File: config.mk
export PLATFORM = sky130hd
export DESIGN_NAME = pool_skew_stage
export DESIGN_NICKNAME = d
export VERILOG_FILES = /design/src/common/pool_pkg.sv /design/src/hw/pool_skew_stage.sv
export SDC_FILE = /design/constraint.sdc
export NUM_CORES = 1
export LEC_CHECK = 0
export BUFFER_PORTS_ARGS = -buffer_cell sky130_fd_sc_hd__buf_2
export CAP_MARGIN = 5
export CORE_AREA = 2 2 39 41
export DETAILED_ROUTE_END_ITERATION = 8
export DIE_AREA = 0 0 41 43
export MAX_ROUTING_LAYER = met4
export SLEW_MARGIN = 25
export SYNTH_ARGS = -nofsm -noshare
export SYNTH_HDL_FRONTEND = slang
export SYNTH_SLANG_ARGS = --single-unit
File: constraint.sdc
create_clock -name clk -period 0.8 [get_ports clk]
set_input_delay 0.04 -clock clk [delete_from_list [all_inputs] [get_ports clk]]
set_output_delay 0.04 -clock clk [all_outputs]
set_load 0.03 [all_outputs]
File: src/common/pool_pkg.sv
package pool_pkg;

    // ----------------------------------------------------------
    // array geometry and buffering
    // ----------------------------------------------------------
    localparam int LANES      = 4;  // one lane per array column.
    localparam int ROW_LEN    = 8;  // samples per row, even and at most 32.
    localparam int ROWS       = 4;  // rows per tile, even.
    localparam int RF_DEPTH   = 16; // scratch entries per lane.
    localparam int BUF_DEPTH  = 8;  // one full tile of results per lane.
    localparam int CREDIT_MAX = 4;  // credits granted by the receiver after reset.

    // ----------------------------------------------------------
    // vector types
    // ----------------------------------------------------------
    typedef logic [15:0] data_t;    // unsigned sample or pooled result.
    typedef logic [17:0] acc_t;     // wide enough for the sum of four samples.
    typedef logic [3:0]  rf_addr_t; // scratch file address.
    typedef logic [1:0]  lane_t;    // lane index carried with each result.
    typedef logic [2:0]  credit_t;  // downstream credit count.

    typedef enum logic
    {
        POOL_MAX = 1'b0,
        POOL_AVG = 1'b1
    } pool_mode_e;

    typedef enum logic [1:0]
    {
        IDLE  = 2'd0,
        RUN   = 2'd1,
        DRAIN = 2'd2
    } ctrl_state_e;

    // Control word handed from lane to lane through the skew chain.
    typedef struct packed
    {
        logic       take_in;       // a sample is valid this cycle.
        logic       first_of_pair; // fresh sample, not the feedback value.
        logic       first_row;     // top row of a window pair.
        logic       wr_partial;    // store the pair partial in scratch.
        logic       emit;          // a window result completes this cycle.
        rf_addr_t   rd_addr;
        rf_addr_t   wr_addr;
        pool_mode_e mode;
    } pool_ctrl_t;

    typedef struct packed
    {
        lane_t lane;
        data_t value;
    } pool_result_t;

endpackage
File: src/hw/pool_skew_stage.sv
module pool_skew_stage
    import pool_pkg::*;
(
    input  logic       clk,
    input  logic       nrst,
    input  pool_ctrl_t ctrl_in,
    output pool_ctrl_t ctrl_out
);

    // ----------------------------------------------------------
    // one cycle of systolic skew
    // ----------------------------------------------------------
    // The neighbour to the right sees its column data one cycle later,
    // so its control word is the left lane's word delayed by one edge.

    pool_ctrl_t ctrl_q;

    always_ff @(posedge clk or negedge nrst)
    begin
        if (!nrst)
        begin
            ctrl_q <= '0; // no take_in or emit leaks out of reset.
        end
        else
        begin
            ctrl_q <= ctrl_in;
        end
    end

    assign ctrl_out = ctrl_q;

endmodule

After elaboration in Yosys (flattened, before gate mapping)
Index checks and enable logic that the tools add are counted.
{ "totals": {"regBits": 14, "inputBits": 16, "output_inout_bits": 14, "elab_cells": 8} }

Depth between registers and ports, before layout
{ "logic_depth": {"ltp_word": 0, "mapped_depth": 0, "mapped_depth_nobuf": 0} }

Worst setup path before layout
No wires, ideal clock.
{ "synth_path": {"kind": "reg2out", "from": "register ctrl_q, in the netlist ctrl_out[0]", "to": "output ctrl_out[0] (netlist name)", "t_arrival_ns": 0.467, "path_slack_ns": 0.293, "stages_incl_launch_ff": 1, "n_path_buf": 0, "cell_sequence": "dfrtp_1"} }
{ "synth_rtl": {"columns": ["element", "line", "text"], "rows": [
  ["start, declared", "pool_skew_stage.sv:16", "pool_ctrl_t ctrl_q;"],
  ["start signal, assigned", "pool_skew_stage.sv:26", "ctrl_q <= ctrl_in;"],
  ["end, declared", "pool_skew_stage.sv:7", "output pool_ctrl_t ctrl_out"]
]} }
No word-level cell between the ends.

Worst setup path after layout
{ "layout_path": {"from": "register ctrl_q, in the netlist ctrl_out[2]", "to": "output ctrl_out[2] (netlist name)"} }
No word-level cell between the ends.

==> metrics <==
outcome=finished with violations; failing checks=setup timing; syn_nets=30; Crit. End Element=output pin; family with the most delay on the worst path=flip-flops; first-pass GRT wire length=1140 µm; synth-to-layout area growth=125%; xor-xnor portion of the synthesized cell area=0; leakage=0.390 nW; initial antenna violation count=0; Cell Count, Final, Fillers Out=78; critical path class=flip-flop to output pin; final antenna-violating net count=0; worst path cell trace=buf_6; number of port buffers=29; placement row count=14; GPL Wtd Cong=0.549; Finish-stage setup viols=14; CP max-delay cell=dfrtp_1; mean post-synth cell area=25.0 µm²; Seq/Total Area, Yosys=1.00; min cycle time layout=approximately 0.84 ns; vias=297; Ports=30; CTS root buf=clkbuf_4; FMAX=1200 MHz; Multi-input gate area=0 µm²; total negative slack=-0.360 ns; Compound-Gate Fraction of Synth Area=0; Multi-input comb cells=0; Yosys reg bits=14; max_cap viols=0; post-CTS setup buffer count=0; largest net degree at the start of global routing=15; vias in the first global route=306; HP Class=input port to async pin; total gr overflow=0; required time worst endpoint=0.76 ns; Reg clk slew, reported paths=0.08 ns; Buf/Inv on CP=1; Worst setup SP type=flip-flop; pins over their slew limit=0; Via density=3.81; number of antenna diodes=0; Final #Nets=79; drt first pass iters=1; drt total wl=763 µm; CTS tree=yes; routed len/inst=between 9 and 10 µm; starting density of the core=0.253; Distinct cells, synth=1; Die Ht=43 µm; Starting DRT DRC Count=0; Tcrit/Tclk final=1.04; CP peak stage delay=between 0.3 and 0.4 ns; Clock Path Buffers=2; final hold violations=0; Simple-Gate Fraction of Synth Area=0; Chip Width=41 µm; mapped cell area=350 µm²; Final Util=0.571; Fillers=119; Power Density=1910 mW/mm²; Core ar.=0.00138 mm²; Worst IR Drop VDD=between 0.0009 and 0.001 V; Cells after Synth=14; crit path DAT=roughly 0.80 ns; DP Cell Count=59; Total Routing Usage GR=0.105; setup slack after layout=-0.0352 ns; mux contribution to synthesized area=0; # DRC=0; Synth Area in Adders=0; max reg flops=14; DIE AREA=0.00176 mm²; Least-Margin Pin Slew=a little under 0.3 ns; CTS sink count=14; share of layout cells above drive strength 1=0.532; H-tree depth=1; cts bufs inserted=3; CP Max Fanout=1; RSZ-0062 raised after global routing=yes; Rel. slew slack=0.804; Yosys Warn Count=0
-- timing repair --
item,CTS,global route
resized for setup,28,0
pin swaps,0,0
endpoints found under the setup margin,14,14
hold endpoints to repair,28,0
hold buffers,15,0
-- cell type report --
class | count | area (µm²) | area share
Sequential cell | 14 | 350 | 0.444
Timing Repair Buffer | 44 | 383 | 0.485
Clock buffer | 4 | 36.3 | 0.0460
Tap cell | 16 | 20.0 | 0.0254
-- logic make-up (layout without fill, tap and decap cells) --
family / after synthesis / in the layout
flip-flops: 14 / 14
buffers and inverters: 0 / 48
-- power breakdown --
group | switching (mW) | leakage, nW | total (mW) | internal, mW
combinational | 0.118 | 0.206 | 0.258 | 0.140
sequential | 0.0162 | 0.163 | 0.759 | 0.743
clock | 0.215 | 0.0210 | 0.492 | 0.276
total | 0.349 | 0.390 | 1.51 | 1.16
-- metal layers --
metal / vias up / global-route usage / routed length, µm
met1: 139 / 0.0850 / 281
li1: 138 / - / -
met4: 0 / 0.0600 / 0
met3: 0 / 0.0471 / 64
met5: - / - / 0
met2: 20 / 0.178 / 417
-- worst max-delay path by stage --
stage	start	end	slack (ns)	cells after the start
detailed placement	ctrl_out[5]$_DFF_PN0_	ctrl_out[5]	0.24	1
finish	ctrl_out[2]$_DFF_PN0_	ctrl_out[2]	-0.04	1
floorplan	ctrl_out[0]$_DFF_PN0_	ctrl_out[0]	0.29	0
global placement	ctrl_out[5]$_DFF_PN0_	ctrl_out[5]	0.25	1
CTS	ctrl_out[2]$_DFF_PN0_	ctrl_out[2]	-0.05	1
global route	ctrl_out[0]$_DFF_PN0_	ctrl_out[0]	-0.07	1
-- cell usage after synthesis, drive strengths merged --
cell,number,area share
dfrtp,14,1.0
-- through the flow --
step / setup WS [ns] / power (mW) / hold slack, ns / cell area, µm²
3_3_place_gp: 0.247 / 0.923 / -0.0592 / 515
5_1_grt: -0.0704 / 1.58 / 0.203 / 790
2_1_floorplan: 0.293 / 0.842 / -0.256 / 350
3_5_place_dp: 0.242 / 0.926 / -0.0550 / 515
4_1_cts: -0.0498 / 1.54 / 0.184 / 790
6_report: -0.0352 / 1.51 / 0.182 / 790
-- layout by cell type, fill, tap and decap left out --
cell	count
dlygate4sd3_1	15
buf_6	14
dfrtp_1	14
clkbuf_8	1
buf_2	15
clkbuf_4	3
No activity file was read; power rests on OpenSTA's default activity.
