===== src/common/pool_pkg.sv =====
package pool_pkg;

    // ----------------------------------------------------------
    // array geometry and buffering
    // ----------------------------------------------------------
    localparam int LANES      = 4;  // one lane per array column.
    localparam int ROW_LEN    = 8;  // samples per row, even and at most 32.
    localparam int ROWS       = 4;  // rows per tile, even.
    localparam int RF_DEPTH   = 16; // scratch entries per lane.
    localparam int BUF_DEPTH  = 8;  // one full tile of results per lane.
    localparam int CREDIT_MAX = 4;  // credits granted by the receiver after reset.

    // ----------------------------------------------------------
    // vector types
    // ----------------------------------------------------------
    typedef logic [15:0] data_t;    // unsigned sample or pooled result.
    typedef logic [17:0] acc_t;     // wide enough for the sum of four samples.
    typedef logic [3:0]  rf_addr_t; // scratch file address.
    typedef logic [1:0]  lane_t;    // lane index carried with each result.
    typedef logic [2:0]  credit_t;  // downstream credit count.

    typedef enum logic
    {
        POOL_MAX = 1'b0,
        POOL_AVG = 1'b1
    } pool_mode_e;

    typedef enum logic [1:0]
    {
        IDLE  = 2'd0,
        RUN   = 2'd1,
        DRAIN = 2'd2
    } ctrl_state_e;

    // Control word handed from lane to lane through the skew chain.
    typedef struct packed
    {
        logic       take_in;       // a sample is valid this cycle.
        logic       first_of_pair; // fresh sample, not the feedback value.
        logic       first_row;     // top row of a window pair.
        logic       wr_partial;    // store the pair partial in scratch.
        logic       emit;          // a window result completes this cycle.
        rf_addr_t   rd_addr;
        rf_addr_t   wr_addr;
        pool_mode_e mode;
    } pool_ctrl_t;

    typedef struct packed
    {
        lane_t lane;
        data_t value;
    } pool_result_t;

endpackage

===== src/hw/pool_ctrl.sv =====
module pool_ctrl
    import pool_pkg::*;
(
    input  logic       clk,
    input  logic       nrst,
    input  logic       start,
    input  pool_mode_e mode,
    input  logic       drained,
    output pool_ctrl_t ctrl,
    output logic       busy
);

    typedef logic [$clog2(ROW_LEN)-1:0] col_t;
    typedef logic [$clog2(ROWS)-1:0]    row_t;
    typedef logic [$clog2(LANES+1)-1:0] drain_t;

    ctrl_state_e state;
    col_t        col_cnt;   // sample position within the current row.
    row_t        row_cnt;   // row within the tile.
    drain_t      drain_cnt; // cycles spent waiting for the skew chain.
    pool_mode_e  mode_q;    // mode held for the whole tile.
    logic        run;
    logic        last_col;
    logic        last_row;

    assign run      = (state == RUN);
    assign last_col = (col_cnt == col_t'(ROW_LEN - 1));
    assign last_row = (row_cnt == row_t'(ROWS - 1));
    assign busy     = (state != IDLE);

    // ----------------------------------------------------------
    // lane-0 control word
    // ----------------------------------------------------------
    always_comb
    begin
        ctrl               = '0;
        ctrl.take_in       = run;
        ctrl.first_of_pair = run & ~col_cnt[0];             // even column opens a pair.
        ctrl.first_row     = ~row_cnt[0];
        ctrl.wr_partial    = run & col_cnt[0] & ~row_cnt[0]; // top row closes a pair.
        ctrl.emit          = run & col_cnt[0] & row_cnt[0];  // bottom row closes a window.
        ctrl.rd_addr       = rf_addr_t'(col_cnt >> 1);       // one entry per pair column.
        ctrl.wr_addr       = rf_addr_t'(col_cnt >> 1);
        ctrl.mode          = mode_q;
    end

    // ----------------------------------------------------------
    // tile sequencer
    // ----------------------------------------------------------
    always_ff @(posedge clk or negedge nrst)
    begin
        if (!nrst)
        begin
            state     <= IDLE;
            col_cnt   <= '0;
            row_cnt   <= '0;
            drain_cnt <= '0;
            mode_q    <= POOL_MAX;
        end
        else
        begin
            case (state)
                IDLE:
                begin
                    if (start)
                    begin
                        state   <= RUN;
                        col_cnt <= '0;
                        row_cnt <= '0;
                        mode_q  <= mode; // latched once per tile.
                    end
                end
                RUN:
                begin
                    col_cnt <= col_cnt + col_t'(1);
                    if (last_col)
                    begin
                        col_cnt <= '0;
                        row_cnt <= row_cnt + row_t'(1);
                        if (last_row)
                        begin
                            row_cnt   <= '0;
                            drain_cnt <= '0;
                            state     <= DRAIN;
                        end
                    end
                end
                DRAIN:
                begin
                    // the last lane trails lane 0 by LANES-1 cycles plus its result register.
                    if (drain_cnt != drain_t'(LANES))
                        drain_cnt <= drain_cnt + drain_t'(1);
                    else if (drained)
                        state <= IDLE;
                end
                default:
                    state <= IDLE;
            endcase
        end
    end

endmodule


===== config.mk =====
export PLATFORM = sky130hd
export DESIGN_NAME = pool_ctrl
export DESIGN_NICKNAME = d
export VERILOG_FILES = /design/src/common/pool_pkg.sv /design/src/hw/pool_ctrl.sv
export SDC_FILE = /design/constraint.sdc
export NUM_CORES = 1
export LEC_CHECK = 0
export ABC_AREA = 1
export BUFFER_PORTS_ARGS = -buffer_cell sky130_fd_sc_hd__buf_2
export CORE_MARGIN = 1
export CORE_UTILIZATION = 45
export CTS_CLUSTER_DIAMETER = 50
export DETAILED_ROUTE_END_ITERATION = 16
export GPL_ROUTABILITY_DRIVEN = 0
export PLACE_DENSITY = 0.79
export SLEW_MARGIN = 30
export SYNTH_ARGS = -nofsm -noshare
export SYNTH_HDL_FRONTEND = slang
export SYNTH_SLANG_ARGS = --single-unit

===== constraint.sdc =====
create_clock -name clk -period 1.4 [get_ports clk]
set_input_delay 0.14 -clock clk [delete_from_list [all_inputs] [get_ports clk]]
set_output_delay 0.14 -clock clk [all_outputs]
set_load 0.02 [all_outputs]

### After elaboration in Yosys (flattened, before gate mapping)

Cells that the tools add are included.

* word-level logic and storage cells: 51
* flip-flop bits (word level): 11
* input bits: 5
* output and inout bits: 15

* reductions and logical operators: 9
* mux-type cells: 17
* bitwise gates (word level): 6
* add/sub/neg operators: 3
* equal/unequal tests: 11

Operator list (count)
* $mux 2: 8
* $mux 3: 5
* $pmux 3 s2: 2
* $ne 2x2->1 const B: 4
* $add 3x1->3 const B: 2
* $pmux 2 s3: 1
* $reduce_bool 2->1: 3
* $reduce_and 5->1: 1
* $and 1x1->1: 4
* $eq 2x2->1 const B: 2
* $ne 2x1->1 const B: 2
* $pmux 2 s2: 1
* $reduce_and 2->1: 2
* $reduce_and 4->1: 1
* $eq 3x3->1 const B: 1
* $ne 3x3->1 const B: 1
* $reduce_and 3->1: 1
* $add 2x1->2 const B: 1
* $eq 2x1->1 const B: 1
* $logic_not 2->1: 1
* $not 1->1: 2

### Logic depth before layout (Yosys ltp)

* word-level depth: 4
* gate-level depth with buffers: 8
* mapped depth without buffers: 8

### Least setup slack after synthesis

No wires, ideal clock.

* kind: register -> register
* from: register col_cnt[0]
* to: register drain_cnt[2]
* clock period less this slack: 1.224 ns
* stages on the path, launching flop included: 8
* arrival time: 1.108 ns
* buffers on the path: 0
* setup slack: 0.176 ns
* library setup time: 0.117 ns
* cells stage by stage: dfrtp_1 ha_1 ha_1 inv_1 o21ai_2 nand2_2 nand2_1 nand2_1

* longest elaborated chain between the ends: 3

RTL lines
* from (decl): RTL line pool_ctrl.sv:18 `col_t col_cnt;`
* from (signal assigned): RTL line pool_ctrl.sv:75 `col_cnt <= col_cnt + col_t'(1);`
* $eq 3x3->1: RTL line pool_ctrl.sv:27 `assign last_col = (col_cnt == col_t'(ROW_LEN - 1));`
* $ne 2x1->1 (no line)
* $reduce_and 4->1 (no line)
* to (signal assigned): RTL line pool_ctrl.sv:92 `drain_cnt <= drain_cnt + drain_t'(1);`
* to (decl): RTL line pool_ctrl.sv:20 `drain_t drain_cnt;`

No other way between the ends.
A chain may end at the register's enable or synchronous reset.

==> results.cfg <==
[clock_network]
clk_path_buf_depth = 2
cts_tree = done
clock-sinks = 11
htree_levels = 1
cts_buffers = 3
clk_pin_slew_ps = 70
clock_latency_ps = 270
cts-root-buf = clkbuf_4

[flow_run]
maxCapViolations = 0

[logic_synthesis]
seq_area_frac_synth_pct = 39.4
avgSynthCellArea_um2 = 7.84
synth_area_leader_cell = dfrtp_1
synthCells = 89
synth_top_flop_cell = dfrtp_1
synth_area_um2 = 698
ys_seq_elements = 11
ys_types = 18
yosysTopAreaCellShare_pct = 39.4
yosysWarnings = 0
synth-edff-count = 0
synth-async-reset-ratio_pct = 100
synth.area.top_cells = dfrtp_1 39%, nand2_1 12%, buf_4 11%
yosysMostFrequentCell = nand2_1
yosys-top-cells-count = 22 x nand2_1, 11 x dfrtp_1, 11 x inv_1, 10 x buf_4, 8 x nand3_1

[final_layout]
layout-drive-gt1-share_pct = 37.0
n_antenna_cell = 0
fillers = 130
multi_input_area_um2 = 334
post-route-util_pct = 61.5
register_area_um2 = 277
layout.nets = 119
area_delta_synth_final_pct = 20.4

[worst_setup_path]
crit_chain = nor2_4 -> nand2_2 -> nor2_2 -> buf_4
cpMaxStageDelayCell = dfrtp_2
r2r_end = drain_cnt[0]
crit_path_end = ctrl[10]
critical_path_class = reg2out
crit_buf_inv = 1
r2r_cells = 7
cp.arrival_ps = 1220
path_depth = 4
max_stage_delay_ps = 450
crit_family = flip-flops
startpoint = state[1]
crit_path_max_fanout = 4
r2r_slack_ps = 70
worstPathRequired_ps = 1260
start_kind = flop
cp-end-kind = output pin
reg2reg_from = col_cnt[0]

[sta]
fin_crit_sh_pct = 97.5
setup_tns_ps = 0
finalHoldViolations = 0
fin_crit_ps = 1360
final_max_slew_viol_count = 0
fmax_ghz = 0.733
skew_ps = 2.54
holdWs_ps = 97.9
setup_viol_count_final = 0

[grt]
grt_use_total_pct = 20.2
grt_antenna_before_repair = 0
grt_pass1_vias = 507
grt_pass1_wl_um = 2060
grt_max_degree = 12
gr-total-overflow = 0

[floorplan]
io_pins = 20
fp.dieW_um = 41.4
core_mm2 = 0.00137
die_h_um = 41.4
rows = 13
start_util_pct = 51.1
dieArea_mm2 = 0.00171

[hold_path]
min_path_type = in2reg

[place]
place.port_buffers = 15
dp_hpwl_um = 955

[power_and_ir_drop]
power_leakage_uw = 0.000467
max-vdd-ir-drop_mv = 1.29
power_density_mw_per_mm2 = 2330

[route]
firstDrtPassIters = 3
drc = 0
wl_per_cell_um = 12.0
wl_um = 1470
drtAntennaViolNets = 0
drt_iter0_drc = 3
vias_per_cell = 4.93
route.vias.total = 607

[status]
run_status = completed
power by group:
part           internal, uW  leakage, uW  switching (uW)
Combinational           458     0.000312             697
Sequential              449     0.000141             135
Clock                   110    0.0000150             108
Total                  1020     0.000467             940
through the flow:
| stage | cells | cell area, um^2 | power (uW) | setup slack [ps] |
|---|---|---|---|---|
| 5_1_grt | 123 | 841 | 2120 | -28.2 |
| 2_1_floorplan | 92 | 709 | 1370 | 176 |
| 3_3_place_gp | 112 | 728 | 1490 | 119 |
| 3_5_place_dp | 112 | 728 | 1520 | 52.0 |
| 4_1_cts | 119 | 781 | 1800 | 33.6 |
| 6_report | 123 | 841 | 1960 | 35.1 |
cell type report:
type,count,share of cell area [%]
Inverter,14,6.25
Multi-Input combinational cell,57,39.7
Sequential cell,11,32.9
Tap cell,15,2.23
Timing Repair Buffer,22,15.8
Clock buffer,4,3.13
logic make-up (layout without fill, tap and decap cells):
group / count (synthesis) / count (layout) / share of synthesized area [%]
buffers and inverters: 24 / 40 / 18.3
AND/OR/NAND/NOR: 41 / 41 / 26.5
flip-flops: 11 / 11 / 39.4
adder cells (fa/ha/maj): 5 / 5 / 8.96
AO/OA/AOI/OAI: 7 / 7 / 6.27
other: 1 / 4 / 0.537
state kept, by name, indices dropped and copies added, names as in the netlist:
name,cells
drain_cnt,3
col_cnt,3
mode_q,1
state,2
row_cnt,2
placed cells by master (no fill, tap or decap), drive strengths merged:
master and n:
a21oi 1, buf 21, clkbuf 4, conb 4, dfrtp 11, dlygate4sd3 1, ha 5, inv 14
nand2 26, nand3 8, nor2 6, nor3 1, o21ai 4, o21bai 1, o31ai 1
timing repair:
item,in CTS,in global routing
pin swaps,1,4
hold endpoints to repair,11,0
gates resized for setup,1,8
hold buffers,1,0
buffers inserted,2,4
setup endpoints to repair,2,7
worst reg2reg max path: cells and delay by family, from the launching register on:
kind	cells	cell delay, ps
simple gates	3	200
buf+inv	1	60
compound gates	1	200
fa+ha+maj	2	360
flops	1	410
metal layers:
metal | track usage (%) | part of all wire, % | wire length [um] | up-vias
li1 | - | - | - | 296
met1 | 22.0 | 40 | 593 | 292
met2 | 31.6 | 53 | 773 | 15
met3 | 7.98 | 4.8 | 70 | 4
met4 | 14.5 | 2.3 | 34 | 0
met5 | 0 | 0 | 0 | -
worst min-delay path by stage:
| stage | cells past startpoint | from | slack, ps | to |
|---|---|---|---|---|
| 2_1_floorplan | 0 | nrst | -160 | col_cnt[0] |
| 3_3_place_gp | 1 | nrst | 20 | col_cnt[0] |
| 3_5_place_dp | 1 | nrst | 30 | col_cnt[2] |
| 4_1_cts | 3 | mode | 90 | mode_q |
| 5_1_grt | 3 | mode | 120 | mode_q |
| 6_report | 3 | mode | 100 | mode_q |
Power figures use the tool's default switching activity.
