File: config.mk
export PLATFORM = sky130hd
export DESIGN_NAME = pool_lane
export DESIGN_NICKNAME = d
export VERILOG_FILES = /design/src/common/pool_pkg.sv /design/src/pool_lane/pool_lane.sv /design/src/pool_lane/pool_scratch_rf.sv
export SDC_FILE = /design/constraint.sdc
export NUM_CORES = 1
export LEC_CHECK = 0
export BUFFER_PORTS_ARGS = -buffer_cell sky130_fd_sc_hd__buf_2
export CAP_MARGIN = 20
export CORE_MARGIN = 4
export CORE_UTILIZATION = 52
export CTS_CLUSTER_DIAMETER = 100
export DETAILED_ROUTE_END_ITERATION = 8
export HOLD_SLACK_MARGIN = 0.02
export PLACE_DENSITY = 0.69
export SLEW_MARGIN = 20
export SYNTH_ARGS = -nofsm -noshare
export SYNTH_HDL_FRONTEND = slang
export SYNTH_SLANG_ARGS = --single-unit
File: constraint.sdc
create_clock -name clk -period 10.35 [get_ports clk]
set_input_delay 1.5525 -clock clk [delete_from_list [all_inputs] [get_ports clk]]
set_output_delay 1.5525 -clock clk [all_outputs]
set_load 0.01 [all_outputs]
File: src/common/pool_pkg.sv
package pool_pkg;

    // ----------------------------------------------------------
    // array geometry and buffering
    // ----------------------------------------------------------
    localparam int LANES      = 4;  // one lane per array column.
    localparam int ROW_LEN    = 8;  // samples per row, even and at most 32.
    localparam int ROWS       = 4;  // rows per tile, even.
    localparam int RF_DEPTH   = 16; // scratch entries per lane.
    localparam int BUF_DEPTH  = 8;  // one full tile of results per lane.
    localparam int CREDIT_MAX = 4;  // credits granted by the receiver after reset.

    // ----------------------------------------------------------
    // vector types
    // ----------------------------------------------------------
    typedef logic [15:0] data_t;    // unsigned sample or pooled result.
    typedef logic [17:0] acc_t;     // wide enough for the sum of four samples.
    typedef logic [3:0]  rf_addr_t; // scratch file address.
    typedef logic [1:0]  lane_t;    // lane index carried with each result.
    typedef logic [2:0]  credit_t;  // downstream credit count.

    typedef enum logic
    {
        POOL_MAX = 1'b0,
        POOL_AVG = 1'b1
    } pool_mode_e;

    typedef enum logic [1:0]
    {
        IDLE  = 2'd0,
        RUN   = 2'd1,
        DRAIN = 2'd2
    } ctrl_state_e;

    // Control word handed from lane to lane through the skew chain.
    typedef struct packed
    {
        logic       take_in;       // a sample is valid this cycle.
        logic       first_of_pair; // fresh sample, not the feedback value.
        logic       first_row;     // top row of a window pair.
        logic       wr_partial;    // store the pair partial in scratch.
        logic       emit;          // a window result completes this cycle.
        rf_addr_t   rd_addr;
        rf_addr_t   wr_addr;
        pool_mode_e mode;
    } pool_ctrl_t;

    typedef struct packed
    {
        lane_t lane;
        data_t value;
    } pool_result_t;

endpackage
File: src/pool_lane/pool_lane.sv
module pool_lane
    import pool_pkg::*;
(
    input  logic       clk,
    input  logic       nrst,
    input  pool_ctrl_t ctrl,
    input  data_t      sample,
    output logic       result_valid,
    output data_t      result_value
);

    acc_t  sample_w;  // fresh sample widened to the partial width.
    acc_t  fb_q;      // first sample of the current pair.
    acc_t  mux_out;
    acc_t  pair;      // both samples of the pair merged.
    acc_t  row_part;  // partial from the top row, or neutral in a top row.
    acc_t  window;    // pair merged with its top-row partial.
    acc_t  rd_data;
    data_t result_d;

    function automatic acc_t combine(acc_t a, acc_t b, pool_mode_e m);
        if (m == POOL_MAX)
            return (a > b) ? a : b;
        return a + b; // cannot overflow for four 16-bit samples.
    endfunction

    // ----------------------------------------------------------
    // input mux, feedback register and combiner
    // ----------------------------------------------------------
    assign sample_w = acc_t'(sample);
    assign mux_out  = ctrl.first_of_pair ? sample_w : fb_q;
    assign pair     = combine(fb_q, sample_w, ctrl.mode);
    assign row_part = ctrl.first_row ? '0 : rd_data; // zero is neutral for max and sum.
    assign window   = combine(pair, row_part, ctrl.mode);
    assign result_d = (ctrl.mode == POOL_AVG) ? data_t'(window >> 2) : data_t'(window);

    always_ff @(posedge clk)
    begin
        if (ctrl.take_in)
            fb_q <= mux_out; // loads on the first sample, holds on the second.
    end

    pool_scratch_rf scratch_i (
        .clk     (clk),
        .nrst    (nrst),
        .wr_en   (ctrl.wr_partial),
        .wr_addr (ctrl.wr_addr),
        .wr_data (window),
        .rd_addr (ctrl.rd_addr),
        .rd_data (rd_data)
    );

    // ----------------------------------------------------------
    // result capture
    // ----------------------------------------------------------
    always_ff @(posedge clk or negedge nrst)
    begin
        if (!nrst)
            result_valid <= 1'b0;
        else
            result_valid <= ctrl.emit; // one-cycle pulse per window.
    end

    always_ff @(posedge clk)
    begin
        if (ctrl.emit)
            result_value <= result_d;
    end

endmodule

File: src/pool_lane/pool_scratch_rf.sv
module pool_scratch_rf
    import pool_pkg::*;
(
    input  logic     clk,
    input  logic     nrst,
    input  logic     wr_en,
    input  rf_addr_t wr_addr,
    input  acc_t     wr_data,
    input  rf_addr_t rd_addr,
    output acc_t     rd_data
);

    // ----------------------------------------------------------
    // row partial storage
    // ----------------------------------------------------------
    // Top-row pair partials wait here until the matching bottom-row
    // pair arrives. Each pair column owns one entry.

    acc_t mem [RF_DEPTH];

    always_ff @(posedge clk or negedge nrst)
    begin
        if (!nrst)
        begin
            for (int i = 0; i < RF_DEPTH; i++)
            begin
                mem[i] <= '0;
            end
        end
        else if (wr_en)
        begin
            mem[wr_addr] <= wr_data; // synchronous write.
        end
    end

    // asynchronous read sees the value before any write on this edge.
    assign rd_data = mem[rd_addr];

endmodule

; Word level (Yosys, flattened, before mapping)
; Cells that the tools add are included.
[op_classes]
add_sub_neg = 2
order_cmp = 5
mux = 12
n_bitwise = 2
n_reduce_logical = 2
[op_table]
columns = op, count
row1 = 288-bit bitwise mux, 1
row2 = 18-bit two-way mux, 6
row3 = 18-bit binary-select mux with 4-bit select, 1
row4 = 18-bit demux with 4-bit select, 1
row5 = 16-bit two-way mux, 2
row6 = 18-bit adder, 1
row7 = 18-bit greater-than comparator, 1
row8 = 16-bit by 16-bit adder with 17-bit output, 1
row9 = 17-bit two-way mux, 1
row10 = 16-bit greater-than comparator, 1
row11 = 5-bit greater-or-equal comparator (second input constant), 2
row12 = 4-bit NOT with 5-bit output, 2
row13 = 5-bit by 1-bit < comparator with 1-bit output (second input constant), 1
row14 = 2-bit AND reduction, 1
row15 = 1-bit logical AND, 1
[totals]
ff_bits = 321
out_inout_bits = 17
wordCells = 42

; Logic depth before layout (Yosys ltp)
; Gate-level depths: netlist of the first run.
[logic_depth]
ltp_word = 9
depth_mapped = 26

; Modules after synthesis
; From an unflattened synthesis of the first run, not the netlist that was laid out.
[hier_totals]
cells_unflattened = 1375
hier_area_um2 = 17699.5
[modules_own_cells]
columns = module, instances, cells_each, area_per_inst_um2, seq_area_each_um2
row1 = pool_scratch_rf, 1, 793, 12887.4, 7206.9
row2 = pool_lane, 1, 582, 4812.1, 985.9

; Worst setup path after synthesis of the first run
; Ideal clock, no wire load.
[synth_path]
kind = in2reg
from = input port sample[7]
to = register result_value[1] (data pin)
setup_time_ps = 273
t_arrival_ps = 6287
t_required_ps = 10077
setup_slack_ps = 3790
cell_stages = 23
cell_sequence = inv_1 > ha_1 > buf_2 > nand4_1 > a2111o_1 > a31oi_1 > buf_2 > buf_2 > buf_1 > nor2_1 > a21oi_1 > mux2i_1 > ha_1 > nand3_1 > or4_1 > or4_1 > nor2_1 > mux2i_2 > nand2_4 > nor2_8 > o21ai_2 > buf_2 > mux2i_1
[synth_via]
elab_chain_len = 7
word_cells_on_any_way = 9
cone_classes = add/sub: 2 / order compare: 2 / mux: 5
[synth_rtl]
columns = element, line
row1 = "start, declared", pool_lane.sv:7  ; input data_t sample,
row2 = 16-bit greater-than comparator, pool_lane.sv:23  ; return (a > b) ? a : b;
row3 = 16-bit two-way mux, pool_lane.sv:23
row4 = 17-bit two-way mux (*), pool_lane.sv:24  ; return a + b;
row5 = 18-bit greater-than comparator, pool_lane.sv:23
row6 = 18-bit two-way mux, pool_lane.sv:23
row7 = 18-bit two-way mux (*), pool_lane.sv:24
row8 = 16-bit two-way mux (*), pool_lane.sv:35  ; assign result_d = (ctrl.mode == POOL_AVG) ? data_t'(window >> 2) : data_t'(window);
row9 = net result_d[1], pool_lane.sv:19  ; data_t result_d;
row10 = "end signal, assigned", pool_lane.sv:67  ; result_value <= result_d;
row11 = "end, declared", pool_lane.sv:9  ; output data_t result_value
; Mark *: on every way through the listed nets, which the timed path passes. The rest lies on a longest branch.
; A chain may end at the register's enable or synchronous reset.

; Worst setup path in the final report of the first run
[layout_path]
from = input port sample[0]
to = register result_value[5] (data pin)
; The elaborated chain is that of the path after synthesis.

==> results of run 1 <==
==> critical path: cells and delay by family <==
family / cells / cell delay, ns
AOI/OAI and AO/OA: 9 / 2.53
xor gates and xnor gates: 1 / 0.26
adders and majority gates: 3 / 1.06
muxes: 3 / 0.63
and+or+nand+nor: 6 / 1.47
buffers and inverters: 1 / 0.12
==> flip-flops by register name, summed over array words and instances, names as in the netlist <==
register / flops
fb_q: 16
scratch_i.mem: 288
result_value: 16
result_valid: 1
==> synthesized netlist by cell type, types with 15 or more instances <==
master	count
a21oi_1	113
clkbuf_1	65
a211oi_1	24
a221oi_1	23
buf_2	15
inv_1	58
edfxtp_1	32
mux4_2	70
mux2i_1	20
o21ai_0	92
buf_6	16
o21ai_1	27
nand2_1	246
xnor2_1	17
o221ai_1	65
o21ai_2	17
nor2b_1	35
nor2_1	119
ha_1	66
mux2_2	64
dfrtp_1	289
nand2b_1	16
nor3_1	31
nand3_1	36
==> logic make-up after synthesis <==
kind of cell,count (synthesis),share of synthesized area
muxes,169,0.156
AOI/OAI and AO/OA,421,0.159
and+or+nand+nor,523,0.129
adders and majority gates,68,0.0476
DFF,321,0.450
xor gates and xnor gates,25,0.0120
buffers and inverters,173,0.0458
==> layout make-up <==
cell class	instances	area (um^2)
Inverter	59	221
Clock inverter	13	211
Tap cell	455	569
Clock buffer	51	1070
Multi-Input combinational cell	1206	9220
Sequential cell	321	8190
Antenna cell	1	2.50
Fill cell	2867	14500
Timing Repair Buffer	82	543
==> layer usage <==
layer	wire length [um]	share of wire	GRT usage	vias to the layer above
li1	-	-	-	6224
met1	21100	0.42	0.356	6986
met2	24500	0.48	0.434	547
met3	3420	0.068	0.0449	112
met4	1540	0.030	0.0828	4
met5	22	0.00043	0	-
==> metrics by stage <==
step	hold slack, ns	cells	instance area (um^2)	total power (W)	setup WS [ns]
detailed placement	0.458	2122	18700	0.00359	2.50
finish	0.470	2188	20000	0.00497	2.97
global route	0.499	2188	20000	0.00524	2.49
global placement	0.453	2122	18700	0.00351	2.70
floorplan	0.441	1700	18200	0.00313	3.79
CTS	0.473	2186	20000	0.00496	3.07
==> report_power, final <==
part / internal [W] / switching (W)
logic: 0.000703 / 0.000929
registers: 0.00174 / 0.000239
clock network: 0.000825 / 0.000539
==> path summary, 6_finish.rpt <==
check / startpoint / endpoint / slack [ns] / cells past startpoint
setup / recovery: sample[0] / result_value[5]$_DFFE_PP_ / 2.97 / 23
hold / removal: scratch_i.mem[17]$_DFFE_PN0P_ / scratch_i.mem[17]$_DFFE_PN0P_ / 0.47 / 2
setup reg to reg: fb_q[0]$_DFFE_PP_ / result_value[5]$_DFFE_PP_ / 3.68 / 22
hold reg to reg: scratch_i.mem[17]$_DFFE_PN0P_ / scratch_i.mem[17]$_DFFE_PN0P_ / 0.47 / 2
max in group asynchronous: nrst / scratch_i.mem[218]$_DFFE_PN0P_ / 8.19 / 2
min in group asynchronous: nrst / scratch_i.mem[255]$_DFFE_PN0P_ / 0.96 / 1
==> metrics.md, run 1 <==
| Metric | Value |
|---|---|
| Largest net degree at the start of global routing | approximately 150 |
| Max-cap violation count | 0 |
| Commonest non-fill, non-tap cell in the layout | dfrtp_1 |
| Ranking of synthesized cells by area | dfrtp_1, mux4_2, edfxtp_1 |
| Crit end category | flop |
| Gr ovfl total | 0 |
| DRT iter0 DRCs | 1447 |
| Final worst path period share | 0.713 |
| Slowest cell on the critical path | a21oi_2 |
| Drt wl/cell | 23.1 um |
| Synth Area per Inst | 10.7 um^2 |
| Layout cells sized above 1 | 0.197 |
| Post-CTS Resized | 0 |
| Number of antenna violations at the first check in global routing | 3 |
| Gpl congestion | 0.941 |
| Initial core utilization | 0.527 |
| Critical-path cell list | buf_2 -> ha_1 -> fa_1 -> nand2b_1 -> a21oi_1 -> o21bai_1 -> a21oi_1 -> o221ai_1 -> a21oi_1 -> o41ai_1 -> o31ai_1 -> xor2_1 -> mux2i_1 -> ha_1 -> nand3_1 -> or4_1 -> a2111oi_0 -> nand2_1 -> mux2_4 -> nand3_2 -> nand2_1 -> a21oi_2 -> mux2i_1 |
| Leakage power figure | 8.55 nW |
| Initial DRT Pass Iterations | 5 |
| Hold Vio Cnt, Final | 0 |
| Worst-path maximum fanout | 17 |
| Post-synthesis sequential area ratio | 0.450 |
| Final setup TNS | 0 ns |
| Worst path max stage delay | 0.68 ns |
| Net count, final | 1805 |
| Worst-margin pin slew | 1.05 ns |
| Clock sinks | 321 |
| Hold buffer count at CTS | 0 |
| CTS Root Cell | clkbuf_16 |
| Post-synthesis cell count | between 1.5k and 2k |
| Via Count | about 14k |
| I/O Pins | 49 |
| Core Util, Final | 0.580 |
| CTS clk-pin slew, worst paths | 0.06 ns |
| Largest area contributor in the netlist | dfrtp_1 |
| Unique masters post-synth | 78 |
| Routed Antenna Nets | 0 |
| Row count | 68 |
| Detail Placement HPWL | between 30000 and 40000 um |
| Crit path required time | 10.61 ns |
| Worst-Skew Late Latency | 0.54 ns |
| Area grow syn2layout | 10.1% |
| Setup Fix Bufs, Post-CTS | 0 |
| First-pass GRT wire length | 80100 um |
| Flops & latches, synth | 321 |
| Post-Syn Area | roughly 18000 um^2 |
| PwrDens | ~250 nW/um^2 |
| Vias in the first global route | about 14k |
| CTS buffer count | 35 |
| Core area | roughly 35000 um^2 |
| Fmax | 135 MHz |
| Outcome | complete, no violations |
| Routed WL | 50600 um |
| Post-synth EDFFs | 32 |
| Most frequent cells in the layout | dfrtp_1, nand2_1, nor2_1 |
| Worst vdd ir | between 0.1 and 0.15 mV |
| CTS H-Tree Depth | 2 |
| CTS tree | built |
| Asr flop ratio synth | 0.900 |
| Hold Path Class | reg -> reg |
| Chip Width | 195 um |
| Die height | 195 um |
| Final-report max-slew violation count | 0 |
| Max clock buf depth | 3 |
| Synth warn | 0 |
| Synth Flop Type | dfrtp_1 |
| Worst Skew | 0.0268 ns |
| CP startpoint kind | primary input |
| Via density | approximately 6.3 |
| Setup CP Type | in -> reg |
| Share of Yosys cell area claimed by the top area cell type | 0.398 |
| Unrepaired setup endpoints after global routing | no |
| GR Util All Layers | 0.262 |
| Syn_nets | between 1.5k and 2k |
| Input/output buffers | 48 |
| CP Data Arrival Time | 7.64 ns |
| Final setup vio count | 0 |
| CP most frequent cell | a21oi_1 |
| Residual DRC count | 0 |
| Min Tclk post-route | 7.38 ns |
| Max-slew headroom | 0.303 |
| DIE AREA | 38000 um^2 |
Power figures use the tool's default switching activity.
==> run 2: changes to the inputs <==
--- a/config.mk
+++ b/config.mk
@@ -12,7 +12,7 @@
 export CTS_CLUSTER_DIAMETER = 100
 export DETAILED_ROUTE_END_ITERATION = 8
 export HOLD_SLACK_MARGIN = 0.02
-export PLACE_DENSITY = 0.69
+export PLACE_DENSITY = 0.72
 export SLEW_MARGIN = 20
 export SYNTH_ARGS = -nofsm -noshare
 export SYNTH_HDL_FRONTEND = slang
==> constraint.sdc (replaced) <==
create_clock -name clk -period 6.53 [get_ports clk]
set_input_delay 0.9795 -clock clk [delete_from_list [all_inputs] [get_ports clk]]
set_output_delay 0.9795 -clock clk [all_outputs]
set_load 0.01 [all_outputs]
==> metrics.md, run 2 (synthesis gave the netlist of run 1 again) <==
| Metric | Value |
|---|---|
| Commonest non-fill, non-tap cell in the layout | dfrtp_1 |
| GR Util All Layers | 0.271 (+0.00958) |
| Reg-to-reg setup timing slack | 0.52 ns (-3.16 ns) |
| Reg2reg start | fb_q[1]$_DFFE_PP_ |
| Max-slew headroom | 0.244 (-0.0583) |
| CTS Root Cell | clkbuf_16 |
| Met3 WL | 3740 um (+9.3%) |
| Initial core utilization | 0.527 (unchanged) |
| CP Data Arrival Time | 6.46 ns (-1.18 ns) |
| Sequential share of power | 0.401 (+0.004) |
| Net count, final | 1847 (+2.3%) |
| Worst-path maximum fanout | 16 (-1) |
| Crit end category | flop |
| Regs by FF count | scratch_i.mem (288), fb_q (16), result_value (16) |
| DIE AREA | 38000 um^2 (unchanged) |
| Hold slack | 0.444 ns (-0.0262 ns) |
| Final-report max-slew violation count | 0 (unchanged) |
| Switching Fraction | 0.344 (+0.000408) |
| Initial DRT Pass Iterations | 9 (+4) |
| Worst Skew | 0.0107 ns (-0.0161 ns) |
| Max-cap violation count | 0 (unchanged) |
| Hold Path Class | in -> async |
| Routed Antenna Nets | 0 (unchanged) |
| Fmax | 164 MHz |
| I/O Pins | 49 (unchanged) |
| Gpl congestion | 0.921 (-2.1%) |
| Post-route cell area | 20200 um^2 (+1.1%) |
| Final worst path period share | 0.933 |
| Worst-Skew Late Latency | 0.53 ns (about the same) |
| CTS buffer count | 36 (+2.9%) |
| Combinational share of power | 0.346 (+0.018) |
| Drt wl/cell | 23.3 um (+0.75%) |
| Layout cells sized above 1 | 0.210 (+0.0129) |
| Biggest register | scratch_i.mem |
| Fill cells | 2867 (unchanged) |
| Input/output buffers | 48 (unchanged) |
| Chip Width | 195 um (unchanged) |
| Gr ovfl total | 0 (unchanged) |
| Power Internal | 0.00512 W (+57%) |
| CTS H-Tree Depth | 2 (unchanged) |
| Row count | 68 (unchanged) |
| First-pass GRT wire length | 81800 um (+2.2%) |
| N_diodes | 0 (-1) |
| Worst-margin pin slew | 1.13 ns (+0.0854 ns) |
| Via density | 6.36 (+0.24%) |
| R2r endpoint | scratch_i.mem[92]$_DFFE_PN0P_ |
| PwrDens | 386 nW/um^2 (+55%) |
| Die height | 195 um (unchanged) |
| Worst vdd ir | 0.195 mV (+30%) |
| Setup CP Type | in -> reg |
| Outcome | complete, no violations |
| Via Count | 14.2k (+2.1%) |
| Power share of the clock group | 0.253 (-0.021) |
| Crit path required time | 6.90 ns (-3.71 ns) |
| Vias in the first global route | 14.4k (+2.8%) |
| Largest net degree at the start of global routing | 140 (-6.0%) |
| Detail Placement HPWL | 35800 um (+3.4%) |
| Unrepaired setup endpoints after global routing | no |
| CTS tree | built |
| Routed WL | 51900 um (+2.6%) |
| Final setup vio count | 0 (unchanged) |
| DRT iter0 DRCs | 1551 (+7.2%) |
| Max clock buf depth | 3 (unchanged) |
| Max reg flops | 288 (unchanged) |
| Final total power | 0.00781 W (+57%) |
| Most frequent cells in the layout | dfrtp_1, nand2_1, nor2_1 |
| Top routing layer in use | met5 |
| CTS clk-pin slew, worst paths | 0.06 ns (about the same) |
| Hold Vio Cnt, Final | 0 (unchanged) |
| Core Util, Final | 0.586 (+0.00641) |
| Core area | 34500 um^2 (unchanged) |
| Clock sinks | 321 (unchanged) |
| P_sw | 0.00269 W (+57%) |
| Dpl cell area | 19000 um^2 (+1.8%) |
| CP startpoint kind | primary input |
| Area grow syn2layout | 11.3% |
| Leakage power figure | 8.70 nW (+1.7%) |
| Met2 wire len | 24800 um (+1.1%) |
| Number of antenna violations at the first check in global routing | 1 (-2) |
| Worst R2R Path Depth | 22 (unchanged) |
| Residual DRC count | 0 (unchanged) |
| Metal1 wirelength | 21600 um (+2.5%) |
| Min Tclk post-route | 6.09 ns |
==> run 2: cell count changes in the layout (fill, tap and decap cells not counted), sizes merged <==
cell      before  now
clkinvlp       1    0
buf           82  123
bufinv         4    1
diode          1    0
inv           60   62
clkinv         7    4
clkbuf        51   56
==> run 2: worst max-delay path by stage <==
stage | start | to | slack (ns) | depth (start not counted)
after CTS | sample[1] | scratch_i.mem[15]$_DFFE_PN0P_ | 0.24 | 24
final | sample[1] | scratch_i.mem[92]$_DFFE_PN0P_ | 0.44 | 24
after global routing | sample[1] | scratch_i.mem[128]$_DFFE_PN0P_ | 0.04 | 24
after detailed placement | sample[1] | scratch_i.mem[267]$_DFFE_PN0P_ | -0.22 | 24
after floorplan | sample[7] | result_value[1]$_DFFE_PP_ | 0.54 | 23
after global placement | sample[1] | scratch_i.mem[94]$_DFFE_PN0P_ | 0.01 | 25
==> run 2: metal layers <==
| metal | global-route usage | up-vias |
|---|---|---|
| li1 | - | 6327 |
| met2 | 0.443 | 600 |
| met4 | 0.0936 | 2 |
| met5 | 0 | - |
| met1 | 0.369 | 7113 |
| met3 | 0.0500 | 119 |
==> run 2: power groups by stage <==
stage	Clock, W	Combinational [W]	Sequential, W
after global routing	0.00210	0.00295	0.00320
after CTS	0.00200	0.00264	0.00311
after detailed placement	0	0.00262	0.00314
final	0.00198	0.00270	0.00313
after floorplan	0	0.00193	0.00302
after global placement	0	0.00254	0.00310
==> run 2: critical path, stage by stage <==
cell	delay, ns
buf_2	0.09
inv_1	0.04
ha_1	0.30
nand2b_1	0.15
a21oi_1	0.21
o21ba_2	0.15
nor2_1	0.05
o31ai_2	0.28
a2111oi_0	0.16
buf_4	0.16
o31ai_1	0.34
a21boi_0	0.18
mux2i_1	0.14
a211oi_1	0.33
ha_1	0.23
nand3_1	0.11
or4_1	0.55
or4_1	0.56
nor2_1	0.18
mux2_4	0.21
nor3_1	0.05
a211oi_1	0.36
o21a_1	0.45
o21ai_0	0.17
==> run 2: cell type report <==
class	instances	area [um^2]	area share
well taps	455	569	0.0281
inverters	59	221	0.0109
clock inverters	8	81.3	0.00402
repair buffers	123	906	0.0447
flip-flops and latches	321	8190	0.405
clock buffers	56	1060	0.0522
multi-input cells	1206	9220	0.455
==> run 2: metrics by stage <==
stage               setup slack, ns  setup TNS (ns)  cells
finish                        0.436               0   2228
floorplan                     0.543               0   1700
global route                 0.0373               0   2228
CTS                           0.242               0   2226
detailed placement           -0.216           -8.62   2162
global placement             0.0119               0   2162
==> run 2: repair_timing <==
item                       CTS  global route
setup endpoints to repair    0           174
resized for setup            0             4
hold buffers                 0             0
setup buffers                0             2
